<file path="src/rtl/cpu_pkg.sv">
/*
 * cpu package: widths, memory sizes, opcode/funct/ALU encodings and the nop word
 */
package cpu_pkg;

    localparam int DATA_W      = 32;
    localparam int REG_ADDR_W  = 5;
    localparam int NUM_REGS    = 32;

    localparam int IMEM_DEPTH  = 64;
    localparam int IMEM_ADDR_W = 6;    // word address
    localparam int DMEM_DEPTH  = 64;
    localparam int DMEM_ADDR_W = 6;    // word address

    localparam logic [DATA_W-1:0] NOP_INSTR = '0;    // sll r0,r0,0 pattern, writes nothing

    // primary opcode, instr[31:26]
    typedef enum logic [5:0] {
        OP_RTYPE = 6'd0,
        OP_J     = 6'd2,
        OP_BEQ   = 6'd4,
        OP_BNE   = 6'd5,
        OP_ADDI  = 6'd8,
        OP_LW    = 6'd35,
        OP_SW    = 6'd43
    } opcode_e;

    // R-type funct field, instr[5:0]
    typedef enum logic [5:0] {
        FN_ADD = 6'd32,
        FN_SUB = 6'd34,
        FN_AND = 6'd36,
        FN_OR  = 6'd37,
        FN_SLT = 6'd42
    } funct_e;

    typedef enum logic [2:0] {
        ALU_ADD,
        ALU_SUB,
        ALU_AND,
        ALU_OR,
        ALU_SLT
    } alu_op_e;

endpackage

</file>
<file path="src/rtl/hazard_ctrl.sv">
/*
 * hazard control: read-after-write check of decode sources against
 * the execute and memory stage destinations, drives the pipeline stall
 */
`timescale 1ns/10ps

module hazard_ctrl (
    input  logic [cpu_pkg::REG_ADDR_W-1:0] d_rs,
    input  logic [cpu_pkg::REG_ADDR_W-1:0] d_rt,
    input  logic                          d_uses_rs,
    input  logic                          d_uses_rt,
    input  logic                          ex_reg_write,
    input  logic [cpu_pkg::REG_ADDR_W-1:0] ex_dest,
    input  logic                          mem_reg_write,
    input  logic [cpu_pkg::REG_ADDR_W-1:0] mem_dest,
    output logic                          stall
);

    logic ex_hit_rs;
    logic ex_hit_rt;
    logic mem_hit_rs;
    logic mem_hit_rt;

    // reg_write is already low for r0, no zero check needed
    assign ex_hit_rs  = ex_reg_write && (ex_dest == d_rs);
    assign ex_hit_rt  = ex_reg_write && (ex_dest == d_rt);
    assign mem_hit_rs = mem_reg_write && (mem_dest == d_rs);
    assign mem_hit_rt = mem_reg_write && (mem_dest == d_rt);

    // write-back producers are covered by the regfile bypass
    assign stall = (d_uses_rs && (ex_hit_rs || mem_hit_rs)) ||
                   (d_uses_rt && (ex_hit_rt || mem_hit_rt));

endmodule

</file>
<file path="config.mk">
export PLATFORM = sky130hd
export DESIGN_NAME = hazard_ctrl
export DESIGN_NICKNAME = d
export VERILOG_FILES = /design/src/rtl/cpu_pkg.sv /design/src/rtl/hazard_ctrl.sv
export SDC_FILE = /design/constraint.sdc
export NUM_CORES = 1
export LEC_CHECK = 0
export ABC_AREA = 1
export BUFFER_PORTS_ARGS = -buffer_cell sky130_fd_sc_hd__buf_4
export CORE_AREA = 2 2 39 41
export DETAILED_ROUTE_END_ITERATION = 10
export DIE_AREA = 0 0 41 43
export GPL_TIMING_DRIVEN = 0
export PLACE_DENSITY = 0.67
export SYNTH_ARGS = -nofsm -noshare
export SYNTH_HDL_FRONTEND = slang
export SYNTH_SLANG_ARGS = --single-unit
</file>
<file path="constraint.sdc">
create_clock -name vclk -period 0.8
set_input_delay 0 -clock vclk [all_inputs]
set_output_delay 0 -clock vclk [all_outputs]
set_load 0.02 [all_outputs]
</file>
==> flow_summary.json <==
{
  "status": "finished, final reports clean",
  "fmax_mhz": 1380,
  "cts_resized": 0,
  "finalSetupViolCount": 0,
  "rows": 14,
  "netlist_area_sq_um": 380,
  "timing.critical_path.max_delay_family": "simple AND/OR/NAND/NOR gates",
  "synth_area_leader_cell": "nand2_1",
  "critPathLaunchType": "input pin",
  "drive_above_1_share_pct": 49.6,
  "worst_pin_slew_ns": 0.123,
  "avgRoutedWirePerCell_um": 7.85,
  "antenna_left": 0,
  "drc": 0,
  "slowest_stage": "nor2_1",
  "layout_setup_ws_ns": 0.0772,
  "peakVddDrop_mv": 0.201,
  "hpwl_um": 926,
  "syn_avg_cell_area_sq_um": 3.80,
  "ys_types": 4,
  "antenna_cells": 0,
  "placedCellCount": 141,
  "slowest_delay_ns": 0.11,
  "relSlewSlack_pct": 91.8,
  "antenna_found_initial": 0,
  "hold_viol": 0,
  "cp_cell_sequence": "buf_8, nand2_1, nand2_1, nor2_1, nand3_1, nand2_1, nand2_1, nand2_1, buf_6",
  "postSynthCellCount": 100,
  "vias": 599,
  "gp_congestion": 0.751,
  "grt_pass1_vias": 471,
  "first_iter_violations": 7,
  "cp.required_ns": 0.80,
  "die_y_um": 43,
  "post_cts_buffers": 0,
  "p_leak_nw": 0.445,
  "die_area_sq_mm": 0.00176,
  "dieWidth_um": 41,
  "cp-end-kind": "output port",
  "fillers": 148,
  "yosysWarnings": 0,
  "fin_crit_sh_pct": 90.4,
  "synth_top_area_share_pct": 60.2,
  "layout_common_cells": "46 x nand2_1, 15 x nand2_2, 14 x inv_2, 14 x buf_6, 12 x nor2_1",
  "final_util_pct": 51.0,
  "powerDensity_mw_per_mm2": 486,
  "seq_area_frac_synth_pct": 0,
  "hold_buffers": 0,
  "drv_cap": 0,
  "vias_per_cell": 4.25,
  "stdcell_count": 141,
  "place_ws_ns": 0.0585,
  "criticalPathCategory": "input pin to output port",
  "hold_ws_ns": 0.291,
  "synthTopCellsByArea": "nand2_1 60%, inv_1 19%, nor2_1 16%",
  "crit_path_frequent_cell": "nand2_1",
  "firstDrtPassIters": 3,
  "grt-ovfl-total": 0,
  "grt_usage_pct": 13.0,
  "critPathBufInv": 2,
  "routed_wl_um": 1110,
  "final_nets": 151,
  "synthToLayoutAreaGrowth_pct": 85.5,
  "portBuffers": 25,
  "cp_max_fo": 3,
  "hold_class": "input pin to output port",
  "regArea_sq_um": 0,
  "seq_cells": 0,
  "ioPinCount": 25,
  "rsz0062_at_grt": "yes",
  "grt_max_degree": 5,
  "synth_nets": 124,
  "final_common_cell": "nand2_1",
  "start_util_pct": 27.5,
  "arrival_ns": 0.72,
  "drv_slew": 0,
  "clkbuf_count": 0,
  "coreArea_sq_mm": 0.00138,
  "finalCriticalPeriod_ns": 0.723,
  "grt_first_pass_wirelength_um": 1730
}
==> per-stage QoR <==
step	setup TNS (ns)	cell area, sq um	power, W
6_report	0	706	0.000343
5_1_grt	-0.0163	706	0.000382
4_1_cts	0	588	0.000267
3_5_place_dp	0	588	0.000266
3_3_place_gp	0	588	0.000263
2_1_floorplan	0	380	0.000127
==> cells in the mapped netlist, drive strengths merged <==
library cell,count
nand2,61
inv,19
nor2,16
nand3,4
==> cell type report <==
cell class | count | area, sq um | area share, %
multi-input combinational | 81 | 357 | 50.5
timing repair buffer | 25 | 248 | 35.1
inverter | 19 | 81.3 | 11.5
tap | 16 | 20.0 | 2.84
==> worst paths after layout <==
check              startpoint     to  slack, ns  cells after the start
hold / removal      d_uses_rs  stall       0.29                      4
setup / recovery  mem_dest[3]  stall       0.08                      9
==> where the power goes <==
group	internal (W)	switching, W	total, W	leakage (nW)
clock	0	0	0	0
combinational	0.000179	0.000164	0.000343	0.445
sequential	0	0	0	0
total	0.000179	0.000164	0.000343	0.445
==> routing by layer <==
metal | GRT usage, % | wire, um | vias up
li1 | - | - | 336
met1 | 19.6 | 478 | 250
met2 | 21.3 | 564 | 13
met3 | 0 | 64 | 0
met4 | 0 | 0 | 0
met5 | 0 | 0 | -
==> cells by family (layout without fill, tap and decap cells) <==
kind of cell	after synthesis	count (layout)	share of synthesized area, %
simple gates	81	81	81.3
buf+inv	19	44	18.8
Power figures use the tool's default switching activity.
