### src/rtl/cpu_pkg.sv
/*
 * cpu package: widths, memory sizes, opcode/funct/ALU encodings and the nop word
 */
package cpu_pkg;

    localparam int DATA_W      = 32;
    localparam int REG_ADDR_W  = 5;
    localparam int NUM_REGS    = 32;

    localparam int IMEM_DEPTH  = 64;
    localparam int IMEM_ADDR_W = 6;    // word address
    localparam int DMEM_DEPTH  = 64;
    localparam int DMEM_ADDR_W = 6;    // word address

    localparam logic [DATA_W-1:0] NOP_INSTR = '0;    // sll r0,r0,0 pattern, writes nothing

    // primary opcode, instr[31:26]
    typedef enum logic [5:0] {
        OP_RTYPE = 6'd0,
        OP_J     = 6'd2,
        OP_BEQ   = 6'd4,
        OP_BNE   = 6'd5,
        OP_ADDI  = 6'd8,
        OP_LW    = 6'd35,
        OP_SW    = 6'd43
    } opcode_e;

    // R-type funct field, instr[5:0]
    typedef enum logic [5:0] {
        FN_ADD = 6'd32,
        FN_SUB = 6'd34,
        FN_AND = 6'd36,
        FN_OR  = 6'd37,
        FN_SLT = 6'd42
    } funct_e;

    typedef enum logic [2:0] {
        ALU_ADD,
        ALU_SUB,
        ALU_AND,
        ALU_OR,
        ALU_SLT
    } alu_op_e;

endpackage

### src/rtl/fetch_unit.sv
/*
 * fetch unit: program counter, instruction memory with a load port,
 * next-PC select between redirect, hold and PC+4
 */
`timescale 1ns/10ps

module fetch_unit (
    input  logic                           SYS_clk,
    input  logic                           SYS_reset,
    input  logic                           imem_we,
    input  logic [cpu_pkg::IMEM_ADDR_W-1:0] imem_addr,
    input  logic [cpu_pkg::DATA_W-1:0]      imem_wdata,
    input  logic                           stall,
    input  logic                           d_redirect,
    input  logic [cpu_pkg::DATA_W-1:0]      d_target,
    output logic [cpu_pkg::DATA_W-1:0]      f_instr,
    output logic [cpu_pkg::DATA_W-1:0]      f_pc_plus4
);

    logic [cpu_pkg::DATA_W-1:0] pc;
    logic [cpu_pkg::DATA_W-1:0] imem [cpu_pkg::IMEM_DEPTH];

    initial
    begin
        for (int i = 0; i < cpu_pkg::IMEM_DEPTH; i++)
            imem[i] = '0;    // unloaded words read as nops
    end

    always @(posedge SYS_clk)
    begin
        if (imem_we)
            imem[imem_addr] <= imem_wdata;
    end

    assign f_instr    = imem[pc[cpu_pkg::IMEM_ADDR_W+1:2]];    // async read, word index
    assign f_pc_plus4 = pc + 32'd4;

    always_ff @(posedge SYS_clk)
    begin
        if (SYS_reset)
            pc <= '0;
        else if (d_redirect)    // already qualified by !stall in decode
            pc <= d_target;
        else if (!stall)
            pc <= f_pc_plus4;
    end

endmodule

### config.mk
export PLATFORM = sky130hd
export DESIGN_NAME = fetch_unit
export DESIGN_NICKNAME = d
export VERILOG_FILES = /design/src/rtl/cpu_pkg.sv /design/src/rtl/fetch_unit.sv
export SDC_FILE = /design/constraint.sdc
export NUM_CORES = 2
export LEC_CHECK = 0
export BUFFER_PORTS_ARGS = -buffer_cell sky130_fd_sc_hd__buf_4
export CAP_MARGIN = 20
export CORE_MARGIN = 2
export CORE_UTILIZATION = 30
export CTS_BUF_LIST = sky130_fd_sc_hd__clkbuf_8
export DETAILED_ROUTE_END_ITERATION = 8
export PLACE_DENSITY = 0.49
export SYNTH_ARGS = -nofsm -noshare
export SYNTH_HDL_FRONTEND = slang
export SYNTH_SLANG_ARGS = --single-unit
### constraint.sdc
create_clock -name SYS_clk -period 4.8 [get_ports SYS_clk]
set_input_delay 0 -clock SYS_clk [delete_from_list [all_inputs] [get_ports SYS_clk]]
set_output_delay 0 -clock SYS_clk [all_outputs]
set_load 0.1 [all_outputs]
==> metrics.md <==
| Metric | Value |
|---|---|
| Routed vias | `41,400` |
| Die Area | `roughly 270,000 um^2` |
| Pin count of the biggest net entering global routing | `70` |
| Cell-internal power | `28.0 mW` |
| Row count | `189` |
| Fillers | `24,800` |
| Setup Buffers After CTS | `0` |
| CTS buffer count | `345` |
| Setup repair after global routing missed its margin | `false` |
| Clk sinks | `about 2,100` |
| Clock power frac | `a little under two fifths` |
| Peak supply drop | `258 uV` |
| Max-slew violation count | `0` |
| Boundary Pins | `139` |
| Net Switching | `~9.2 mW` |
| Vias per Instance | `5.13` |
| Clk_lat worst skew | `~940 ps` |
| Post-synth ARST share | `0%` |
| Comb power frac | `about 8%` |
| DRC violations left | `0` |
| F_max | `between 0.2 and 0.25 GHz` |
| Netlist cell types | `60` |
| CTS tree | `yes` |
| Max-Cap Viols | `0` |
| WP data required | `4800 ps` |
| Syn nets | `between 3,000 and 4,000` |
| Syn avg cell area | `around 22 um^2` |
| Sw frac | `24.8%` |
| Fin nets | `approximately 4,400` |
| Max clock buf depth | `4` |
| Hold Path Stages | `6` |
| # setup viols final | `0` |
| Min-delay worst type | `in -> reg` |
| Worst Hold End | `imem[53][21]` |
| Critical path type | `reg -> out` |
| Initial antenna violation count | `13` |
| Clock skew | `66.7 ps` |
| Die Width | `521 um` |
| Cells on worst reg2reg path | `7` |
| Worst hold margin | `96.9 ps` |
| Min-Delay Startpoint | `imem_we` |
| Status | `finished, final reports clean` |
| Post-synth top flop | `edfxtp_1` |
| Routed len/inst | `slightly below 30 um` |
| Worst slew margin | `26.4%` |
| Final hold vios | `0` |
| Commonest cells post-synth | `edfxtp_1, mux4_2, nor2_1` |
| Routed WL | `239,000 um` |
| Cell with the most instances after synthesis | `edfxtp_1` |
| Root Buffer | `clkbuf_8` |
| Setup_tns | `0 ps` |
| Post-synth EDFFs | `2,048` |
| Synth area leader | `edfxtp_1` |
| Part of the Yosys area used for sequential elements | `77.6%` |
| GPL Wtd Cong | `0.773` |
| Layout cells sized above 1 | `approximately 28%` |
| CP endpoint kind | `primary output` |
| Mapped Area | `80,200 um^2` |
| Pwr Density | `a little under 400 nW/um^2` |
| Core area | `266,000 um^2` |
| Post-DP HPWL | `136,000 um` |
| Yosys reg bits | `2,086` |
| First-pass GRT wire length | `about 330,000 um` |
| Ys Warns | `0` |
| Total GRT Usage | `17.2%` |
| Flop-to-flop setup slack | `roughly 1700 ps` |
| Top cell type's share of synthesized area | `about three quarters` |
| PortBufs | `138` |
| H-tree depth | `5` |
| Post-route antenna net violation count | `0` |
| DRT Pass-1 Iters | `5` |
| Vert. Die Dim | `521 um` |
| Mapped Cells | `3,696` |
| Starting Density | `30.2%` |
| Critical Path Start Type | `flop` |
| Arr. time, crit path | `4730 ps` |
| Worst R2R Start | `pc[2]` |
| Worst reg2reg path endpoint | `pc[22]` |
| DR iter-0 viols | `between 4,000 and 5,000` |
| Pwr Total | `37.3 mW` |
| Multi-input logic area | `between 15,000 and 20,000 um^2` |
| Top cells by area, synth | `edfxtp_1, mux4_2, mux2i_1` |
| Least-Margin Pin Slew | `between 1000 and 1500 ps` |
| Final period util | `between 90% and 100%` |
| Vias in the first global route | `42,400` |
| Crit Path Max Fanout | `65` |
| Static leakage | `29.2 nW` |
| Synthesis-to-finish area growth | `17.3%` |
| Grt ovf | `0` |
| Seq. cell area | `62,300 um^2` |
| Clock slew at reported path FFs | `approximately 60 ps` |
| Crit path time final | `4730 ps` |
| Seq pwr share | `54.3%` |
==> registers in the layout, indices dropped and copies added (netlist names), named ones only <==
name / flops
imem: 2048
pc: 32
==> timing repair <==
action                     4_1_cts  5_1_grt
setup endpoints to repair        0        0
hold endpoints to repair      2283        0
hold buffers                   163        0
resized for setup                0        0
==> worst max-delay path, stage by stage, from the launching register on <==
cell	delay (ps)
dfxtp_4	580
buf_12	410
buf_4	520
nand2b_1	530
o22ai_1	130
nor3_1	250
nor3_1	80
a311oi_1	680
buf_4	450
==> cells in the final DEF, fill, tap and decap left out, types with 56 or more instances in the layout <==
cell type,Yosys,routed
edfxtp_1,2048,2048
mux4_2,482,482
clkbuf_8,0,354
buf_4,20,260
dlygate4sd3_1,0,161
inv_1,9,117
mux2i_1,112,112
clkinv_1,1,100
a22oi_1,95,95
nor2_1,135,71
nand2_1,69,68
nor2_4,0,63
nand3_1,56,56
==> cell type report <==
class | instances | area share, %
multi-input cells | 1388 | 18.5
clock buffers | 354 | 5.18
repair buffers | 444 | 4.28
well taps | 3533 | 4.70
flip-flops and latches | 2086 | 66.2
clock inverters | 247 | 1.14
inverters | 10 | 0.0399
diodes | 2 | 0.00532
==> power groups by stage <==
stage | combinational [mW] | clock [mW] | sequential, mW
after global placement | 2.95 | 0 | 20.6
final | 3.04 | 14.0 | 20.2
after global routing | 3.20 | 15.1 | 20.2
after detailed placement | 2.97 | 0 | 20.6
after CTS | 3.09 | 14.3 | 20.2
after floorplan | 1.83 | 0 | 20.6
==> cells by family (layout without fill, tap and decap cells) <==
family / Yosys count / in the layout / synth area share [%]
fa+ha+maj: 1 / 1 / 0.0156
other cells: 0 / 2 / 0
flops: 2086 / 2086 / 77.6
mux: 607 / 607 / 15.1
simple gates: 411 / 411 / 2.53
compound gates: 321 / 321 / 2.91
buf+inv: 222 / 1055 / 1.32
xor+xnor: 48 / 48 / 0.524
==> layer usage <==
metal	GRT usage [%]	up-vias	routed length, um
li1	-	16900	-
met2	27.2	1486	112000
met4	4.33	4	5460
met1	24.8	22700	108000
met3	2.60	314	13400
met5	0	-	27
==> stage by stage <==
| step | util, % | instance area, um^2 | std cells | setup WS, ps |
|---|---|---|---|---|
| after global placement | 32.6 | 86500 | 7296 | 1180 |
| final | 35.5 | 94100 | 8064 | 74.2 |
| after floorplan | - | 80200 | 3696 | 700 |
| after CTS | 35.4 | 94100 | 8061 | 123 |
| after detailed placement | 32.6 | 86500 | 7297 | 1160 |
| after global routing | 35.4 | 94100 | 8063 | 34.4 |
==> worst max-delay path by stage <==
stage | startpoint | slack (ps) | depth (start not counted) | end
final | flop | 70 | 8 | f_instr[31]
after global routing | flop | 30 | 8 | f_instr[31]
after CTS | flop | 120 | 6 | f_instr[24]
after detailed placement | flop | 1160 | 6 | f_instr[24]
after global placement | flop | 1180 | 6 | f_instr[15]
after floorplan | flop | 700 | 7 | f_instr[31]
No activity file was read; power rests on OpenSTA's default activity.
