## src/rtl/cpu_pkg.sv

```systemverilog
/*
 * cpu package: widths, memory sizes, opcode/funct/ALU encodings and the nop word
 */
package cpu_pkg;

    localparam int DATA_W      = 32;
    localparam int REG_ADDR_W  = 5;
    localparam int NUM_REGS    = 32;

    localparam int IMEM_DEPTH  = 64;
    localparam int IMEM_ADDR_W = 6;    // word address
    localparam int DMEM_DEPTH  = 64;
    localparam int DMEM_ADDR_W = 6;    // word address

    localparam logic [DATA_W-1:0] NOP_INSTR = '0;    // sll r0,r0,0 pattern, writes nothing

    // primary opcode, instr[31:26]
    typedef enum logic [5:0] {
        OP_RTYPE = 6'd0,
        OP_J     = 6'd2,
        OP_BEQ   = 6'd4,
        OP_BNE   = 6'd5,
        OP_ADDI  = 6'd8,
        OP_LW    = 6'd35,
        OP_SW    = 6'd43
    } opcode_e;

    // R-type funct field, instr[5:0]
    typedef enum logic [5:0] {
        FN_ADD = 6'd32,
        FN_SUB = 6'd34,
        FN_AND = 6'd36,
        FN_OR  = 6'd37,
        FN_SLT = 6'd42
    } funct_e;

    typedef enum logic [2:0] {
        ALU_ADD,
        ALU_SUB,
        ALU_AND,
        ALU_OR,
        ALU_SLT
    } alu_op_e;

endpackage

```

## src/rtl/execute_stage.sv

```systemverilog
/*
 * execute stage: decode/execute register with bubble on stall, operand-B select, ALU
 */
`timescale 1ns/10ps

module execute_stage (
    input  logic                           SYS_clk,
    input  logic                           SYS_reset,
    input  logic                           stall,
    input  cpu_pkg::alu_op_e               d_alu_op,
    input  logic                           d_alu_src_imm,
    input  logic                           d_mem_read,
    input  logic                           d_mem_write,
    input  logic                           d_reg_write,
    input  logic [cpu_pkg::REG_ADDR_W-1:0]  d_dest,
    input  logic [cpu_pkg::DATA_W-1:0]      d_rs_val,
    input  logic [cpu_pkg::DATA_W-1:0]      d_rt_val,
    input  logic [cpu_pkg::DATA_W-1:0]      d_imm,
    output logic [cpu_pkg::DATA_W-1:0]      ex_alu_result,
    output logic [cpu_pkg::DATA_W-1:0]      ex_store_data,
    output logic                           ex_mem_read,
    output logic                           ex_mem_write,
    output logic                           ex_reg_write,
    output logic [cpu_pkg::REG_ADDR_W-1:0]  ex_dest
);

    cpu_pkg::alu_op_e          ex_alu_op;
    logic                      ex_src_imm;
    logic [cpu_pkg::DATA_W-1:0] ex_rs_val;
    logic [cpu_pkg::DATA_W-1:0] ex_imm;
    logic [cpu_pkg::DATA_W-1:0] op_b;

    always_ff @(posedge SYS_clk)
    begin
        if (SYS_reset || stall)    // bubble
        begin
            ex_mem_read  <= 1'b0;
            ex_mem_write <= 1'b0;
            ex_reg_write <= 1'b0;
            ex_dest      <= '0;
        end
        else
        begin
            ex_mem_read  <= d_mem_read;
            ex_mem_write <= d_mem_write;
            ex_reg_write <= d_reg_write;
            ex_dest      <= d_dest;
        end
    end

    always_ff @(posedge SYS_clk)
    begin
        ex_alu_op     <= d_alu_op;
        ex_src_imm    <= d_alu_src_imm;
        ex_rs_val     <= d_rs_val;
        ex_store_data <= d_rt_val;
        ex_imm        <= d_imm;
    end

    assign op_b = ex_src_imm ? ex_imm : ex_store_data;

    always_comb
    begin
        case (ex_alu_op)
            cpu_pkg::ALU_ADD: ex_alu_result = ex_rs_val + op_b;
            cpu_pkg::ALU_SUB: ex_alu_result = ex_rs_val - op_b;
            cpu_pkg::ALU_AND: ex_alu_result = ex_rs_val & op_b;
            cpu_pkg::ALU_OR:  ex_alu_result = ex_rs_val | op_b;
            cpu_pkg::ALU_SLT: ex_alu_result = {31'd0, $signed(ex_rs_val) < $signed(op_b)};
            default:          ex_alu_result = '0;
        endcase
    end

endmodule

```

## config.mk

```make
export PLATFORM = sky130hd
export DESIGN_NAME = execute_stage
export DESIGN_NICKNAME = d
export VERILOG_FILES = /design/src/rtl/cpu_pkg.sv /design/src/rtl/execute_stage.sv
export SDC_FILE = /design/constraint.sdc
export NUM_CORES = 1
export LEC_CHECK = 0
export BUFFER_PORTS_ARGS = -buffer_cell sky130_fd_sc_hd__buf_4
export CAP_MARGIN = 20
export CORE_MARGIN = 2
export CORE_UTILIZATION = 50
export DETAILED_ROUTE_END_ITERATION = 8
export PLACE_DENSITY = 0.85
export SYNTH_ARGS = -nofsm -noshare
export SYNTH_HDL_FRONTEND = slang
export SYNTH_SLANG_ARGS = --single-unit
```

## constraint.sdc

```tcl
create_clock -name SYS_clk -period 5.6 [get_ports SYS_clk]
set_input_delay 0.28 -clock SYS_clk [delete_from_list [all_inputs] [get_ports SYS_clk]]
set_output_delay 0.28 -clock SYS_clk [all_outputs]
set_load 0.02 [all_outputs]
```

==> metrics.txt <==
clk slew on worst S/H paths 80 ps; Yosys cell types 82; Mapped Area just under 8000 µm²; Clock Sinks 108; # diodes 0; htree depth 3; CTS tree built; Final GP Congestion 0.9764; Final Cell Area 9658 µm²; Worst Setup SP ex_src_imm; yosys warns 0; VDD IR max between 0.15 and 0.2 mV; drt initial violations 634; total CTS buffers 9; Worst Path Required between 5000 and 6000 ps; Critical Path AT 4610 ps; Post-Syn Instances approximately 930; first-pass GRT wire length 34.87 mm; placed insts around 1300; total negative setup slack 0 ps; Peak Freq about 200 MHz; Period Utilization, post-route 0.8734; RSZ-0062 raised after global routing false; top_reg_cell synth dfxtp_1; Max-Cap Viols 0; crit start category flip-flop; Longest Clk Path Bufs 2; sequential fraction of the synthesis area 0.2804; worst setup path category flip-flop to primary output; syn_area_per_cell between 8 and 9 µm²; EDFF count, synth 0; Overflow after GRT 0; most common cell after layout, fill and taps aside buf_4; WL/cell 17.21 µm; crit path max fanout 27; dpl ws 1139 ps; layout cell share with drive strength beyond 1 0.2018; vias in the first global route just over 7000; Critical Path End ex_alu_result[22]; ANT nets after route 0; post-cts sizing count 0; Post-CTS Setup Bufs 0; #FFs+latches synth about 110; post-layout min period between 4000 and 5000 ps; syn_nets about 1200; largest net degree at the start of global routing 75; die area approximately 16000 µm²; Clock Tree Root clkbuf_16; final setup vio count 0; actual slew at the worst max-slew pin roughly 1000 ps; Leak 4.700 nW; Max Slew Vio Count 0; non-filler instance count after layout around 1300; area delta synth->final 25.25%; GRT Total Usage 0.2661; worst min path class primary input to flip-flop; initial core utilization 0.5091; initial antenna violation count 0; DRT Pass-1 Iters 5; Setup WS post-layout 708.8 ps; Die Y between 100 and 150 µm; Core Area 15150 µm²; Hold WS ~8.6 ps; IO Count 183; vias 7476; Worst Min Path Start d_rt_val[19]; Vias/cell 5.782; DP Area between 9000 and 10000 µm²; worst rel slew slack 0.3086; Nets approximately 1300; status completed; ys async rst share 0; DP HPWL between 15 and 20 mm; fin util 0.6377; CTS Hold Bufs 5; num rows 45; CP Capture Type primary output; Power per Cell Area between 200 and 250 nW/µm²; drt total wl 22.26 mm; Chip Width roughly 130 µm; most frequent cells in the layout 187 x buf_4, 106 x ha_1, 106 x dfxtp_1; IO buf count 182; DRC 0; Power, Total about 2.4 mW; final hold violation count 0
## power by group
group / switching [mW] / leakage [nW] / internal, mW / total (mW)
clock network: 0.309 / 0.163 / 0.401 / 0.710
logic: 0.476 / 3.63 / 0.348 / 0.823
registers: 0.0338 / 0.910 / 0.809 / 0.843
total: 0.818 / 4.70 / 1.56 / 2.38
## flip-flops by register name, indices dropped and copies added (netlist names)
| name | count |
|---|---|
| ex_src_imm | 1 |
| ex_mem_write | 1 |
| ex_mem_read | 1 |
| ex_store_data | 32 |
| ex_alu_op | 3 |
| ex_reg_write | 1 |
| ex_rs_val | 32 |
| ex_dest | 5 |
| ex_imm | 32 |
## synthesized netlist by cell type (5+ instances only)
master	n	share of area
mux2i_1	36	0.047
o21a_1	11	0.011
o21ai_0	50	0.032
a21o_1	20	0.019
buf_1	9	0.0044
clkbuf_1	29	0.014
nor3_1	17	0.011
o211ai_1	9	0.0088
nand3_1	15	0.0097
a211o_1	7	0.0080
ha_1	106	0.17
and2_1	9	0.0073
o31a_1	5	0.0057
or3_1	8	0.0065
inv_1	92	0.045
and3_1	5	0.0041
a21oi_1	72	0.047
o21bai_1	10	0.0097
nand2b_1	9	0.0073
a211oi_1	21	0.020
o31ai_1	8	0.0078
nor2_1	79	0.038
nor4_1	9	0.0073
nor2b_1	9	0.0073
xnor2_1	16	0.018
a31oi_1	8	0.0065
nand4_1	7	0.0057
buf_2	5	0.0032
dfxtp_1	108	0.28
nand2_1	53	0.026
## area by class of cell
class / instances / area (µm²)
inverter: 94 / 352.8
timing repair buffer: 203 / 1564
clock buffer: 9 / 225.2
clock inverter: 7 / 106.4
sequential: 108 / 2165
tap: 188 / 235.2
fill: 1314 / 5488
multi-input combinational: 684 / 5010
## worst max-delay path: stages, from the launching register on
cell and delay, ps:
dfxtp_2 990, mux2i_1 260, inv_1 160, ha_1 210, inv_1 70, fa_1 400
or2b_1 240, a21o_1 180, a31oi_1 250, a2111o_1 360, a21o_1 280, a21oi_1 120
mux2i_1 160, a2111oi_2 370, buf_4 200
## worst min path at each step
stage,endpoint,cells past startpoint
after floorplan,ex_alu_op[0],0
after global placement,ex_store_data[21],1
after detailed placement,ex_store_data[31],1
after CTS,ex_rs_val[16],1
after global routing,ex_store_data[20],1
final,ex_store_data[19],1
## layer usage
| layer | vias to the layer above | wire (µm) | part of all wire | GRT usage |
|---|---|---|---|---|
| met5 | - | 0 | 0 | 0 |
| met4 | 0 | 611 | 0.027 | 0.1092 |
| met3 | 51 | 1468 | 0.066 | 0.05134 |
| met2 | 297 | 10780 | 0.48 | 0.4512 |
| met1 | 3506 | 9393 | 0.42 | 0.3309 |
| li1 | 3622 | - | - | - |
## logic make-up (layout without fill, tap and decap cells)
| family | after synthesis | in the layout | share of synthesized area |
|---|---|---|---|
| xor+xnor | 18 | 18 | 0.02044 |
| flops | 108 | 108 | 0.2804 |
| fa+ha+maj | 108 | 108 | 0.1772 |
| mux | 38 | 38 | 0.05111 |
| buf+inv | 139 | 313 | 0.06993 |
| simple gates | 244 | 244 | 0.1566 |
| compound gates | 276 | 276 | 0.2444 |
Note: power is estimated with default switching activity, not from simulation.
