$ cat config.mk
export PLATFORM = sky130hd
export DESIGN_NAME = memory_stage
export DESIGN_NICKNAME = d
export VERILOG_FILES = /design/src/rtl/cpu_pkg.sv /design/src/rtl/memory_stage.sv
export SDC_FILE = /design/constraint.sdc
export NUM_CORES = 2
export LEC_CHECK = 0
export ABC_AREA = 1
export BUFFER_PORTS_ARGS = -buffer_cell sky130_fd_sc_hd__buf_4
export CAP_MARGIN = 20
export CELL_PAD_IN_SITES_DETAIL_PLACEMENT = 1
export CELL_PAD_IN_SITES_GLOBAL_PLACEMENT = 2
export CORE_ASPECT_RATIO = 2
export CORE_MARGIN = 1
export CORE_UTILIZATION = 37
export CTS_BUF_LIST = sky130_fd_sc_hd__clkbuf_8
export CTS_CLUSTER_DIAMETER = 100
export DETAILED_ROUTE_END_ITERATION = 8
export PLACE_DENSITY = 0.79
export REMOVE_ABC_BUFFERS = 1
export SKIP_LAST_GASP = 1
export SLEW_MARGIN = 40
export SYNTH_ARGS = -nofsm -noshare
export SYNTH_HDL_FRONTEND = slang
export SYNTH_SLANG_ARGS = --single-unit
$ cat constraint.sdc
create_clock -name SYS_clk -period 2.6 [get_ports SYS_clk]
set_input_delay 0.52 -clock SYS_clk [delete_from_list [all_inputs] [get_ports SYS_clk]]
set_output_delay 0.52 -clock SYS_clk [all_outputs]
set_load 0.02 [all_outputs]
$ cat src/rtl/cpu_pkg.sv
/*
 * cpu package: widths, memory sizes, opcode/funct/ALU encodings and the nop word
 */
package cpu_pkg;

    localparam int DATA_W      = 32;
    localparam int REG_ADDR_W  = 5;
    localparam int NUM_REGS    = 32;

    localparam int IMEM_DEPTH  = 64;
    localparam int IMEM_ADDR_W = 6;    // word address
    localparam int DMEM_DEPTH  = 64;
    localparam int DMEM_ADDR_W = 6;    // word address

    localparam logic [DATA_W-1:0] NOP_INSTR = '0;    // sll r0,r0,0 pattern, writes nothing

    // primary opcode, instr[31:26]
    typedef enum logic [5:0] {
        OP_RTYPE = 6'd0,
        OP_J     = 6'd2,
        OP_BEQ   = 6'd4,
        OP_BNE   = 6'd5,
        OP_ADDI  = 6'd8,
        OP_LW    = 6'd35,
        OP_SW    = 6'd43
    } opcode_e;

    // R-type funct field, instr[5:0]
    typedef enum logic [5:0] {
        FN_ADD = 6'd32,
        FN_SUB = 6'd34,
        FN_AND = 6'd36,
        FN_OR  = 6'd37,
        FN_SLT = 6'd42
    } funct_e;

    typedef enum logic [2:0] {
        ALU_ADD,
        ALU_SUB,
        ALU_AND,
        ALU_OR,
        ALU_SLT
    } alu_op_e;

endpackage

$ cat src/rtl/memory_stage.sv
/*
 * memory stage: execute/memory register, data memory with async read,
 * write-back select into the memory/write-back register
 */
`timescale 1ns/10ps

module memory_stage (
    input  logic                           SYS_clk,
    input  logic                           SYS_reset,
    input  logic [cpu_pkg::DATA_W-1:0]      ex_alu_result,
    input  logic [cpu_pkg::DATA_W-1:0]      ex_store_data,
    input  logic                           ex_mem_read,
    input  logic                           ex_mem_write,
    input  logic                           ex_reg_write,
    input  logic [cpu_pkg::REG_ADDR_W-1:0]  ex_dest,
    output logic                           mem_reg_write,
    output logic [cpu_pkg::REG_ADDR_W-1:0]  mem_dest,
    output logic                           wb_we,
    output logic [cpu_pkg::REG_ADDR_W-1:0]  wb_dest,
    output logic [cpu_pkg::DATA_W-1:0]      wb_data
);

    logic                           mem_rd_en;
    logic                           mem_wr_en;
    logic [cpu_pkg::DATA_W-1:0]      mem_addr;    // ALU result, address or value
    logic [cpu_pkg::DATA_W-1:0]      mem_wdata;
    logic [cpu_pkg::DATA_W-1:0]      dmem [cpu_pkg::DMEM_DEPTH];
    logic [cpu_pkg::DMEM_ADDR_W-1:0] dmem_idx;
    logic [cpu_pkg::DATA_W-1:0]      load_data;

    always_ff @(posedge SYS_clk)
    begin
        if (SYS_reset)
        begin
            mem_rd_en     <= 1'b0;
            mem_wr_en     <= 1'b0;
            mem_reg_write <= 1'b0;
            mem_dest      <= '0;
        end
        else
        begin
            mem_rd_en     <= ex_mem_read;
            mem_wr_en     <= ex_mem_write;
            mem_reg_write <= ex_reg_write;
            mem_dest      <= ex_dest;
        end
    end

    always_ff @(posedge SYS_clk)
    begin
        mem_addr  <= ex_alu_result;
        mem_wdata <= ex_store_data;
    end

    assign dmem_idx  = mem_addr[cpu_pkg::DMEM_ADDR_W+1:2];    // word aligned
    assign load_data = dmem[dmem_idx];

    always_ff @(posedge SYS_clk)
    begin
        if (SYS_reset)
        begin
            for (int i = 0; i < cpu_pkg::DMEM_DEPTH; i++)
                dmem[i] <= '0;
        end
        else if (mem_wr_en)
            dmem[dmem_idx] <= mem_wdata;
    end

    always_ff @(posedge SYS_clk)
    begin
        if (SYS_reset)
        begin
            wb_we   <= 1'b0;
            wb_dest <= '0;
        end
        else
        begin
            wb_we   <= mem_reg_write;
            wb_dest <= mem_dest;
        end
    end

    always_ff @(posedge SYS_clk)
    begin
        wb_data <= mem_rd_en ? load_data : mem_addr;    // select ahead of the register
    end

endmodule

==> key figures <==
Run status
  • Outcome: finished with violations
  • Failing checks: setup timing

Cells and area
  • Fin cells: 15400
  • # fillers: ~31000
  • Final instance area: 116000 sq um
  • Area Overhead vs Synth: 18.4%
  • Seq. cell area: 63700 sq um
  • Multi-input logic area: around 31000 sq um
  • Share of post-route cells with drive strength above 1: 12.0%
  • Nets@finish: 11700

Run
  • Max-Cap Viols: 0

Timing
  • Setup TNS: -0.512 ns
  • Fin. max-slew vios: 0
  • Min Tclk post-route: 2.64 ns
  • Max_slew headroom: 44.0%
  • RSZ-0062 raised after global routing: yes
  • Final hold vios: 0
  • Final setup violation count: 48
  • Least-Margin Pin Slew: 0.840 ns
  • Hold WS: 0.154 ns
  • Layout Skew: 0.0738 ns
  • Final cycle utilization of the critical path: 101%
  • PnR worst setup slack: -0.0352 ns
  • Peak Freq: 379 MHz

Die
  • Core area: 264000 sq um
  • I/O Pins: 118
  • Die height: 730 um
  • Die X: roughly 370 um
  • Initial Utilization: 37.2%
  • Die area: 267000 sq um
  • Cell row count: 267

Worst setup path
  • Crit end category: flip-flop
  • CP max-delay cell: dfxtp_4
  • WP data required: 3.49 ns
  • Worst Path Max Fanout: 27
  • Largest stage delay on the critical path: roughly 0.47 ns
  • Crit-path cells: inv_12, buf_12, buf_4, buf_4, nand2_1, nand2_1, nand2_1, nand2_1, nand2_2, nand2_1, nand2_1, nand2_1, nor2_4, nand3_2, nand2_1, inv_1
  • Cell mode on critical path: nand2_1
  • Worst Setup Start Kind: flip-flop
  • Crit path kind: reg2reg
  • Critical path arrival: 3.52 ns

Power and ir drop
  • Largest vdd supply drop: 0.555 mV
  • Leakage power: 53.7 nW
  • PwrDens: 641 nW/um^2

Global route
  • Largest net degree at the start of global routing: 65
  • Tot GR Track Use: between 20 and 30%
  • Initial antenna violation count: 14
  • Vias in the first global route: 84400
  • GRT overflow: 0
  • First-pass GRT wire length: 570000 um

Yosys
  • Mapped Cells: around 11000
  • Synth area leader: edfxtp_1
  • Synth top area share: 62.7%
  • Sequential area share after synthesis: 65.0%
  • Unique masters post-synth: 24
  • Yosys reg bits: ~2200
  • Mapped cell area: 98100 sq um
  • Post-synthesis area per instance: between 8 and 9 sq um
  • Yosys warns: 0
  • Top cells by area, synth: edfxtp_1 (63%), nand2_1 (22%), nor2_1 (8.2%), clkbuf_1 (2.4%), dfxtp_1 (2.2%)

Clock tree
  • Clock Sinks: 2158
  • # H-tree levels: 5
  • Root Buffer: clkbuf_8
  • Worst-path clk slew: 0.07 ns
  • CTS Buf Count: between 300 and 400
  • Bufs on Longest Clock Path: 4
  • Clock Latency Late Sink: 1.03 ns
  • CTS tree: yes

Routing
  • Via Count: slightly below 80000
  • Detail Route Antenna Nets: 0
  • Vias per std cell: 5.15
  • Routed len/inst: 25.9 um
  • Routed WL: between 300000 and 400000 um
  • DR iter-0 viols: approximately 5700
  • Drt first pass iters: 5
  • Post-route DRC violation count: 0

Place
  • Hpwl dp: approximately 260000 um
  • Placer congestion estimate: 0.929
  • Pre-CTS setup slack: -0.532 ns
  • Cells after DPL: roughly 15000
  • Buffers added on ports: around 120
  • Placed Area: 109000 sq um

Worst hold path
  • Hold Crit Class: in2reg
## kinds of logic after synthesis
logic type / share of synthesized area (%)
flops: 65.0
compound gates: 0.225
simple gates: 30.9
buf+inv: 3.88
## cell type report
cell class / count / area share, %
clock inverters: 240 / 1.23
clock buffers: 341 / 4.04
well taps: 3497 / 3.77
multi-input cells: 8066 / 26.6
repair buffers: 933 / 9.00
diodes: 6 / 0.0129
flip-flops and latches: 2158 / 54.9
inverters: 131 / 0.485
## layout by cell type (no fill, tap or decap), types with 3 or more instances in the layout
cell              n
nor2_2            9
clkinv_1         59
nor3_2            4
clkinv_4          3
nand2_1        5744
clkinv_2         76
buf_12          230
buf_4           593
nor2_4           18
diode_2           6
nor2_1         2128
inv_8             6
inv_1           189
o211ai_1          7
clkinvlp_4       15
edfxtp_1       2048
dfxtp_4           3
a21oi_1          16
nor4_4            3
o21ai_0          16
nand4_1           3
buf_16            9
nand2_4           3
or2_2            26
clkinv_8          3
dfxtp_1         105
clkbuf_16         5
clkbuf_8        341
dlygate4sd3_1    81
buf_6            11
nand3_2           6
bufinv_16        12
nand3_1          38
nand2_2          38
## synthesized netlist by cell type
library cell  number
clkinv_1           1
a21oi_1           16
nand3b_1           1
nand3_1           45
inv_2             34
buf_2            158
dfxtp_1          110
o21ai_0           16
nor3_2             2
a21boi_0           1
o211ai_1           7
nor2_2             1
nor4_4             3
nor4_1             1
nand4_1            3
buf_4              3
clkbuf_1         627
inv_1             96
nand2_1         5785
nor3_1             5
buf_1             38
or2_2             26
edfxtp_1        2048
nor2_1          2154
## metrics by stage
step	util, %	total power [mW]
3_5_place_dp	41.1	47.0
6_report	44.0	74.4
3_3_place_gp	41.1	46.9
5_1_grt	44.0	76.5
4_1_cts	43.9	74.9
2_1_floorplan	-	43.3
## critical path, delay by kind of cell, from the launching register on
| kind | cells | cell delay, ns |
|---|---|---|
| buffers and inverters | 5 | 0.75 |
| flip-flops | 1 | 0.47 |
| AND/OR/NAND/NOR | 11 | 1.25 |
## report_power, final
group,internal [mW],switching [mW],total (mW)
clock,13.5,14.5,27.9
sequential,38.8,0.317,39.2
combinational,2.09,5.25,7.33
total,54.4,20.0,74.4
## state kept, by name, indices dropped and copies added (netlist names)
register       count
mem_dest           5
mem_reg_write      1
mem_rd_en          1
wb_we              1
mem_wr_en          1
dmem            2048
wb_dest            5
wb_data           32
mem_addr          32
mem_wdata         32
## worst paths after layout
path / from / endpoint / slack [ns] / depth (start not counted)
max reg2reg: mem_addr[2] / wb_data[21] / -0.04 / 16
min reg2reg: mem_dest[4] / wb_dest[4] / 0.42 / 2
min: ex_alu_result[9] / mem_addr[9] / 0.15 / 2
max: mem_addr[2] / wb_data[21] / -0.04 / 16
## layer usage
metal | up-vias | global-route usage [%] | part of all wire [%] | wire, um
met3 | 920 | 3.55 | 4.9 | 19400
met1 | 39800 | 31.8 | 36 | 142000
met2 | 2367 | 52.4 | 51 | 201000
li1 | 36000 | - | - | -
met5 | - | 0 | 0 | 0
met4 | 0 | 22.1 | 8.7 | 34400
## repair_timing
item / 4_1_cts / 5_1_grt
pin swaps: 2 / 5
setup endpoints to repair: 751 / 151
hold buffers: 81 / 0
endpoints found under the hold margin: 78 / 0
setup buffers: 0 / 4
gates resized for setup: 54 / 60
cloned: 2 / 5
(Power assumes the default switching activity.)
