--- src/rtl/cpu_pkg.sv ---
/*
 * cpu package: widths, memory sizes, opcode/funct/ALU encodings and the nop word
 */
package cpu_pkg;

    localparam int DATA_W      = 32;
    localparam int REG_ADDR_W  = 5;
    localparam int NUM_REGS    = 32;

    localparam int IMEM_DEPTH  = 64;
    localparam int IMEM_ADDR_W = 6;    // word address
    localparam int DMEM_DEPTH  = 64;
    localparam int DMEM_ADDR_W = 6;    // word address

    localparam logic [DATA_W-1:0] NOP_INSTR = '0;    // sll r0,r0,0 pattern, writes nothing

    // primary opcode, instr[31:26]
    typedef enum logic [5:0] {
        OP_RTYPE = 6'd0,
        OP_J     = 6'd2,
        OP_BEQ   = 6'd4,
        OP_BNE   = 6'd5,
        OP_ADDI  = 6'd8,
        OP_LW    = 6'd35,
        OP_SW    = 6'd43
    } opcode_e;

    // R-type funct field, instr[5:0]
    typedef enum logic [5:0] {
        FN_ADD = 6'd32,
        FN_SUB = 6'd34,
        FN_AND = 6'd36,
        FN_OR  = 6'd37,
        FN_SLT = 6'd42
    } funct_e;

    typedef enum logic [2:0] {
        ALU_ADD,
        ALU_SUB,
        ALU_AND,
        ALU_OR,
        ALU_SLT
    } alu_op_e;

endpackage

--- src/rtl/reg_file.sv ---
/*
 * register file: 32 x 32, r0 reads zero, write-through bypass on all read ports
 */
`timescale 1ns/10ps

module reg_file (
    input  logic                           SYS_clk,
    input  logic                           SYS_reset,
    input  logic [cpu_pkg::REG_ADDR_W-1:0]  rd_addr_a,
    input  logic [cpu_pkg::REG_ADDR_W-1:0]  rd_addr_b,
    output logic [cpu_pkg::DATA_W-1:0]      rd_data_a,
    output logic [cpu_pkg::DATA_W-1:0]      rd_data_b,
    input  logic                           wr_en,
    input  logic [cpu_pkg::REG_ADDR_W-1:0]  wr_addr,
    input  logic [cpu_pkg::DATA_W-1:0]      wr_data,
    input  logic [cpu_pkg::REG_ADDR_W-1:0]  dbg_addr,
    output logic [cpu_pkg::DATA_W-1:0]      dbg_data
);

    logic [cpu_pkg::DATA_W-1:0] regs [cpu_pkg::NUM_REGS];

    function automatic logic [cpu_pkg::DATA_W-1:0] read_reg(
        input logic [cpu_pkg::REG_ADDR_W-1:0] addr
    );
        if (addr == '0)
            return '0;
        if (wr_en && (addr == wr_addr))
            return wr_data;    // same-cycle write-back
        return regs[addr];
    endfunction

    always_ff @(posedge SYS_clk)
    begin
        if (SYS_reset)
        begin
            for (int i = 0; i < cpu_pkg::NUM_REGS; i++)
                regs[i] <= '0;
        end
        else if (wr_en && (wr_addr != '0))
            regs[wr_addr] <= wr_data;
    end

    always_comb
    begin
        rd_data_a = read_reg(rd_addr_a);
        rd_data_b = read_reg(rd_addr_b);
        dbg_data  = read_reg(dbg_addr);
    end

endmodule

--- src/rtl/decode_stage.sv ---
/*
 * decode stage: fetch/decode register, instruction decode, sign extension
 * and early branch/jump resolution against the register file
 */
`timescale 1ns/10ps

module decode_stage (
    input  logic                           SYS_clk,
    input  logic                           SYS_reset,
    input  logic                           stall,
    input  logic [cpu_pkg::DATA_W-1:0]      f_instr,
    input  logic [cpu_pkg::DATA_W-1:0]      f_pc_plus4,
    input  logic                           wb_we,
    input  logic [cpu_pkg::REG_ADDR_W-1:0]  wb_dest,
    input  logic [cpu_pkg::DATA_W-1:0]      wb_data,
    input  logic [cpu_pkg::REG_ADDR_W-1:0]  dbg_addr,
    output logic [cpu_pkg::DATA_W-1:0]      dbg_data,
    output logic                           d_redirect,
    output logic [cpu_pkg::DATA_W-1:0]      d_target,
    output logic [cpu_pkg::REG_ADDR_W-1:0]  d_rs,
    output logic [cpu_pkg::REG_ADDR_W-1:0]  d_rt,
    output logic                           d_uses_rs,
    output logic                           d_uses_rt,
    output cpu_pkg::alu_op_e               d_alu_op,
    output logic                           d_alu_src_imm,
    output logic                           d_mem_read,
    output logic                           d_mem_write,
    output logic                           d_reg_write,
    output logic [cpu_pkg::REG_ADDR_W-1:0]  d_dest,
    output logic [cpu_pkg::DATA_W-1:0]      d_rs_val,
    output logic [cpu_pkg::DATA_W-1:0]      d_rt_val,
    output logic [cpu_pkg::DATA_W-1:0]      d_imm
);

    logic [cpu_pkg::DATA_W-1:0] fd_instr;
    logic [cpu_pkg::DATA_W-1:0] fd_pc_plus4;
    cpu_pkg::opcode_e          opcode;
    cpu_pkg::funct_e           funct;
    logic                      wr_op;    // opcode writes a register
    logic                      br_taken;
    logic                      is_jump;

    always_ff @(posedge SYS_clk)
    begin
        if (SYS_reset || d_redirect)
            fd_instr <= cpu_pkg::NOP_INSTR;    // squash the slot behind a taken branch
        else if (!stall)
            fd_instr <= f_instr;
    end

    always_ff @(posedge SYS_clk)
    begin
        if (!stall)
            fd_pc_plus4 <= f_pc_plus4;
    end

    assign opcode = cpu_pkg::opcode_e'(fd_instr[31:26]);
    assign funct  = cpu_pkg::funct_e'(fd_instr[5:0]);
    assign d_rs   = fd_instr[25:21];
    assign d_rt   = fd_instr[20:16];
    assign d_imm  = {{16{fd_instr[15]}}, fd_instr[15:0]};

    always_comb
    begin
        d_alu_op      = cpu_pkg::ALU_ADD;
        d_alu_src_imm = 1'b0;
        d_mem_read    = 1'b0;
        d_mem_write   = 1'b0;
        d_uses_rs     = 1'b0;
        d_uses_rt     = 1'b0;
        wr_op         = 1'b0;
        case (opcode)
            cpu_pkg::OP_RTYPE:
            begin
                d_uses_rs = 1'b1;
                d_uses_rt = 1'b1;
                wr_op     = 1'b1;
                case (funct)
                    cpu_pkg::FN_ADD: d_alu_op = cpu_pkg::ALU_ADD;
                    cpu_pkg::FN_SUB: d_alu_op = cpu_pkg::ALU_SUB;
                    cpu_pkg::FN_AND: d_alu_op = cpu_pkg::ALU_AND;
                    cpu_pkg::FN_OR:  d_alu_op = cpu_pkg::ALU_OR;
                    cpu_pkg::FN_SLT: d_alu_op = cpu_pkg::ALU_SLT;
                    default:         wr_op    = 1'b0;    // unknown funct does nothing
                endcase
            end
            cpu_pkg::OP_ADDI:
            begin
                d_uses_rs     = 1'b1;
                d_alu_src_imm = 1'b1;
                wr_op         = 1'b1;
            end
            cpu_pkg::OP_LW:
            begin
                d_uses_rs     = 1'b1;
                d_alu_src_imm = 1'b1;
                d_mem_read    = 1'b1;
                wr_op         = 1'b1;
            end
            cpu_pkg::OP_SW:
            begin
                d_uses_rs     = 1'b1;
                d_uses_rt     = 1'b1;
                d_alu_src_imm = 1'b1;
                d_mem_write   = 1'b1;
            end
            cpu_pkg::OP_BEQ, cpu_pkg::OP_BNE:
            begin
                d_uses_rs = 1'b1;
                d_uses_rt = 1'b1;
            end
            default:
            begin
                wr_op = 1'b0;    // j and unknown opcodes
            end
        endcase
    end

    assign d_dest      = (opcode == cpu_pkg::OP_RTYPE) ? fd_instr[15:11] : fd_instr[20:16];
    assign d_reg_write = wr_op && (d_dest != '0);    // r0 writes dropped here

    // branch compare in decode, sources already stall-protected
    assign br_taken = ((opcode == cpu_pkg::OP_BEQ) && (d_rs_val == d_rt_val)) ||
                      ((opcode == cpu_pkg::OP_BNE) && (d_rs_val != d_rt_val));
    assign is_jump  = (opcode == cpu_pkg::OP_J);

    assign d_redirect = !stall && (br_taken || is_jump);
    assign d_target   = is_jump ? {fd_pc_plus4[31:28], fd_instr[25:0], 2'b00}
                                : fd_pc_plus4 + {d_imm[29:0], 2'b00};

    reg_file u_regs (
        .SYS_clk   (SYS_clk),
        .SYS_reset (SYS_reset),
        .rd_addr_a (d_rs),
        .rd_addr_b (d_rt),
        .rd_data_a (d_rs_val),
        .rd_data_b (d_rt_val),
        .wr_en     (wb_we),
        .wr_addr   (wb_dest),
        .wr_data   (wb_data),
        .dbg_addr  (dbg_addr),
        .dbg_data  (dbg_data)
    );

endmodule

--- config.mk ---
export PLATFORM = sky130hd
export DESIGN_NAME = decode_stage
export DESIGN_NICKNAME = d
export VERILOG_FILES = /design/src/rtl/cpu_pkg.sv /design/src/rtl/reg_file.sv /design/src/rtl/decode_stage.sv
export SDC_FILE = /design/constraint.sdc
export NUM_CORES = 2
export LEC_CHECK = 0
export BUFFER_PORTS_ARGS = -buffer_cell sky130_fd_sc_hd__buf_4
export CAP_MARGIN = 20
export CELL_PAD_IN_SITES_DETAIL_PLACEMENT = 1
export CELL_PAD_IN_SITES_GLOBAL_PLACEMENT = 2
export CORE_ASPECT_RATIO = 0.75
export CORE_UTILIZATION = 25
export CTS_CLUSTER_DIAMETER = 60
export DETAILED_ROUTE_END_ITERATION = 10
export PLACE_DENSITY_LB_ADDON = 0.1
export SLEW_MARGIN = 5
export SYNTH_ARGS = -nofsm -noshare
export SYNTH_HDL_FRONTEND = slang
export SYNTH_SLANG_ARGS = --single-unit
--- constraint.sdc ---
create_clock -name SYS_clk -period 9.6 [get_ports SYS_clk]
set_input_delay 0.48 -clock SYS_clk [delete_from_list [all_inputs] [get_ports SYS_clk]]
set_output_delay 0.48 -clock SYS_clk [all_outputs]
set_load 0.05 [all_outputs]
==> flow_summary.yaml <==
power:
  p_sw_share_pct: 33.1
  post-layout-total-power_w: 0.0153
  sequential_share_of_power_pct: 37.8
  p_clk_share_pct: 39.5
  power.leakage_nw: 26.9
  net-switching-power_w: 0.00506
  power_per_cell_area_nw_per_um2: 189
  vdd.ir_drop.worst_mv: 0.137
  share_comb_of_total_power_pct: 22.7
  cell_internal_pwr_w: 0.0102
setup_path:
  crit_path_cell_trace: "buf_12, buf_4, mux4_2, mux4_2, mux2i_1, a21oi_1, xnor2_1, nand4_1, nor2_1, nand4b_1, xnor2_1, o22ai_4, buf_4, buf_4"
  reg2reg_setup_slack_ps: 3140
  critPathMostFrequentCell: "sky130_fd_sc_hd__buf_4"
  cpPeakStageDelay_ps: 870
  worst_setup_path_endpoint: "d_redirect"
  cp_max_fo: 39
  critical_path_required_ps: 9120
  timing.critical_path.slowest_stage_cell: "sky130_fd_sc_hd__dfxtp_4"
  critPathCaptureType: "primary output"
  worstRegToRegCells: 13
  worst-setup-path-type: "flop to primary output"
  startpoint_kind_of_the_worst_setup_timing_path: "flop"
  arrival_ps: 7250
finish:
  layout_common_cells: "sky130_fd_sc_hd__edfxtp_1 (1,056), sky130_fd_sc_hd__and2_1 (913), sky130_fd_sc_hd__mux4_2 (806)"
  final_nets: 5143
  drive_above_1_share_pct: 33.5
  layout_commonest_cell: "sky130_fd_sc_hd__edfxtp_1"
  final_core_utilization_pct: 29.6
  post_layout_nonfiller_instances: 8777
  flow.area_growth_from_synthesis_pct: 17.3
timing:
  final-setup-viol-count: 0
  clock.fmax_ghz: 0.129
  maxSlewHeadroom_pct: 17.6
  skew_ps: 68.0
  setup_repair_after_global_routing_missed_its_margin: "no"
  finalHoldViolCount: 0
  final-max-slew-violation-count: 0
  finalSetupTns_ps: 0
  tightestPinTransition_ps: 1230
  post-route-period-util_pct: 80.5
  layout_min_cycle_time_ps: 7730
drt:
  drt.antenna.violating_nets: 0
  postRouteWirelength_microns: 397000
  dr.first_iter.drc_count: 6951
  routedWlPerCell_microns: 45.3
  route.vias.total: 51000
  routed_via_density: 5.81
  post-route-drc-count: 0
  detailedRoute.firstPassIterationCount: 5
clock_tree:
  clk_pin_slew_ps: 60
  clock_tree.buffer_depth: 4
  cts_setup_buffers: 0
  cts.root.buffer_cell: "sky130_fd_sc_hd__clkbuf_16"
  cts.htree.levels: 4
  numCtsBuffers: 158
  clock_sink_count: 1098
  clkLatencyLatePin_ps: 860
  tritoncts: "yes"
global_route:
  wire_length_of_the_first_global_routing_pass_microns: 517000
  first_global_vias: 50000
  antenna_found_initial: 63
  grt_max_degree: 69
  overflow: 0
  groute.usage.overall_pct: 28.0
worst_hold_path:
  hold_path_class: "input pin to flop"
  hp-start: "f_instr[21]"
synthesis:
  yosys.cell_types.count: 82
  synth_area_per_cell_sq_um: 14.4
  synth.yosys.warnings: 0
  synthesis.instances: 4809
  synth.yosys.seq_area_share_pct: 47.1
  synth_enable_flop_cells: 1056
  yosys_register_bits: 1098
  asyncSetResetFlopFracSynth_pct: 0
  post_synth_instance_area_sq_um: 69100
  synth_flop_cell: "sky130_fd_sc_hd__edfxtp_1"
die:
  top_level_ports: 295
  rows: 166
  fp.dieArea_sq_um: 279000
  fp.coreArea_sq_um: 274000
  die_w_microns: 609
  die_h_microns: 457
  start_util_pct: 25.2
status:
  outcome: "completed"
place:
  gp_congestion: 0.845
  dpl.hpwl_microns: 246000
  io_buffer_count: 294
  placed_cells: 8399
job:
  maxCapViolations: 0
-- layout make-up --
class / instances / area, sq um
repair buffers: 567 / 4600
diodes: 46 / 115
well taps: 3612 / 4520
flip-flops and latches: 1098 / 32600
inverters: 28 / 108
clock inverters: 87 / 905
multi-input cells: 3150 / 34100
fillers: 28600 / 193000
clock buffers: 189 / 4150
-- registers in the layout, indices dropped and copies added (netlist names), named ones only --
register and flops:
u_regs.regs 1024, fd_instr 32, fd_pc_plus4 32
-- cells by family after synthesis --
group / after synthesis / share of synthesized area, %
simple gates: 1483 / 12.4
flops: 1098 / 47.1
mux: 1031 / 29.5
buf+inv: 592 / 4.42
compound gates: 508 / 5.10
xor+xnor: 66 / 0.836
fa+ha+maj: 30 / 0.554
other cells: 1 / 0.00543
-- power groups by stage --
stage | clock network [W] | registers (W) | logic, W
final | 0.00604 | 0.00578 | 0.00348
after global routing | 0.00629 | 0.00581 | 0.00355
after CTS | 0.00614 | 0.00577 | 0.00348
after detailed placement | 0 | 0.00587 | 0.00345
after global placement | 0 | 0.00586 | 0.00346
after floorplan | 0 | 0.00574 | 0.00205
-- how the worst min path moves through the flow --
stage / end / slack [ps] / cells past startpoint
after floorplan: fd_instr[31]$_SDFFE_PP0N_ / 550 / 2
after global placement: fd_instr[31]$_SDFFE_PP0N_ / 590 / 2
after detailed placement: fd_instr[31]$_SDFFE_PP0N_ / 600 / 2
after CTS: flop / 6 / 3
after global routing: flop / 40 / 3
final: flop / 50 / 3
-- through the flow --
| step | instance area (sq um) | hold slack (ps) | setup WS (ps) |
|---|---|---|---|
| 5_1_grt | 81000 | 40.8 | 1630 |
| 3_3_place_gp | 75300 | 589 | 2530 |
| 4_1_cts | 81000 | 6.37 | 1770 |
| 3_5_place_dp | 75300 | 598 | 2700 |
| 6_report | 81100 | 52.3 | 1870 |
| 2_1_floorplan | 69200 | 547 | 4790 |
-- critical path, delay by kind of cell, from the launching register on --
family | cells | cell delay (ps)
XOR/XNOR | 2 | 670
flip-flops | 1 | 870
multiplexers | 3 | 1390
buffers and inverters | 4 | 1610
AND/OR/NAND/NOR | 3 | 1140
AO/OA/AOI/OAI | 2 | 590
-- repair_timing --
item | in CTS | in global routing
hold endpoints to repair | 56 | 0
resized for setup | 0 | 0
hold buffers | 56 | 0
-- cells in the mapped netlist, types with 26 or more instances --
library cell	number	area (sq um)
sky130_fd_sc_hd__and2_1	914	5720
sky130_fd_sc_hd__nor2_1	158	593
sky130_fd_sc_hd__a211oi_1	37	278
sky130_fd_sc_hd__edfxtp_1	1056	31700
sky130_fd_sc_hd__nor3_2	29	290
sky130_fd_sc_hd__o22ai_1	28	175
sky130_fd_sc_hd__or2_2	36	225
sky130_fd_sc_hd__buf_6	29	327
sky130_fd_sc_hd__inv_1	26	97.6
sky130_fd_sc_hd__mux2i_1	212	2120
sky130_fd_sc_hd__buf_2	39	195
sky130_fd_sc_hd__xnor2_1	49	429
sky130_fd_sc_hd__buf_1	41	154
sky130_fd_sc_hd__a22oi_1	108	811
sky130_fd_sc_hd__clkbuf_1	372	1400
sky130_fd_sc_hd__a221oi_1	47	412
sky130_fd_sc_hd__dfxtp_1	42	841
sky130_fd_sc_hd__nand2_1	96	360
sky130_fd_sc_hd__ha_1	29	363
sky130_fd_sc_hd__a21oi_1	84	420
sky130_fd_sc_hd__o21ai_0	94	470
sky130_fd_sc_hd__mux4_2	806	18200
sky130_fd_sc_hd__nor3_1	121	606
sky130_fd_sc_hd__buf_4	57	428
-- per-layer routing --
| layer | wire length [microns] | part of all wire [%] | track usage, % |
|---|---|---|---|
| met5 | 41 | 0.010 | 0 |
| met4 | 13800 | 3.5 | 8.85 |
| met3 | 31900 | 8.0 | 4.87 |
| met2 | 176000 | 44 | 42.4 |
| met1 | 175000 | 44 | 40.4 |
No activity file was read; power rests on OpenSTA's default activity.
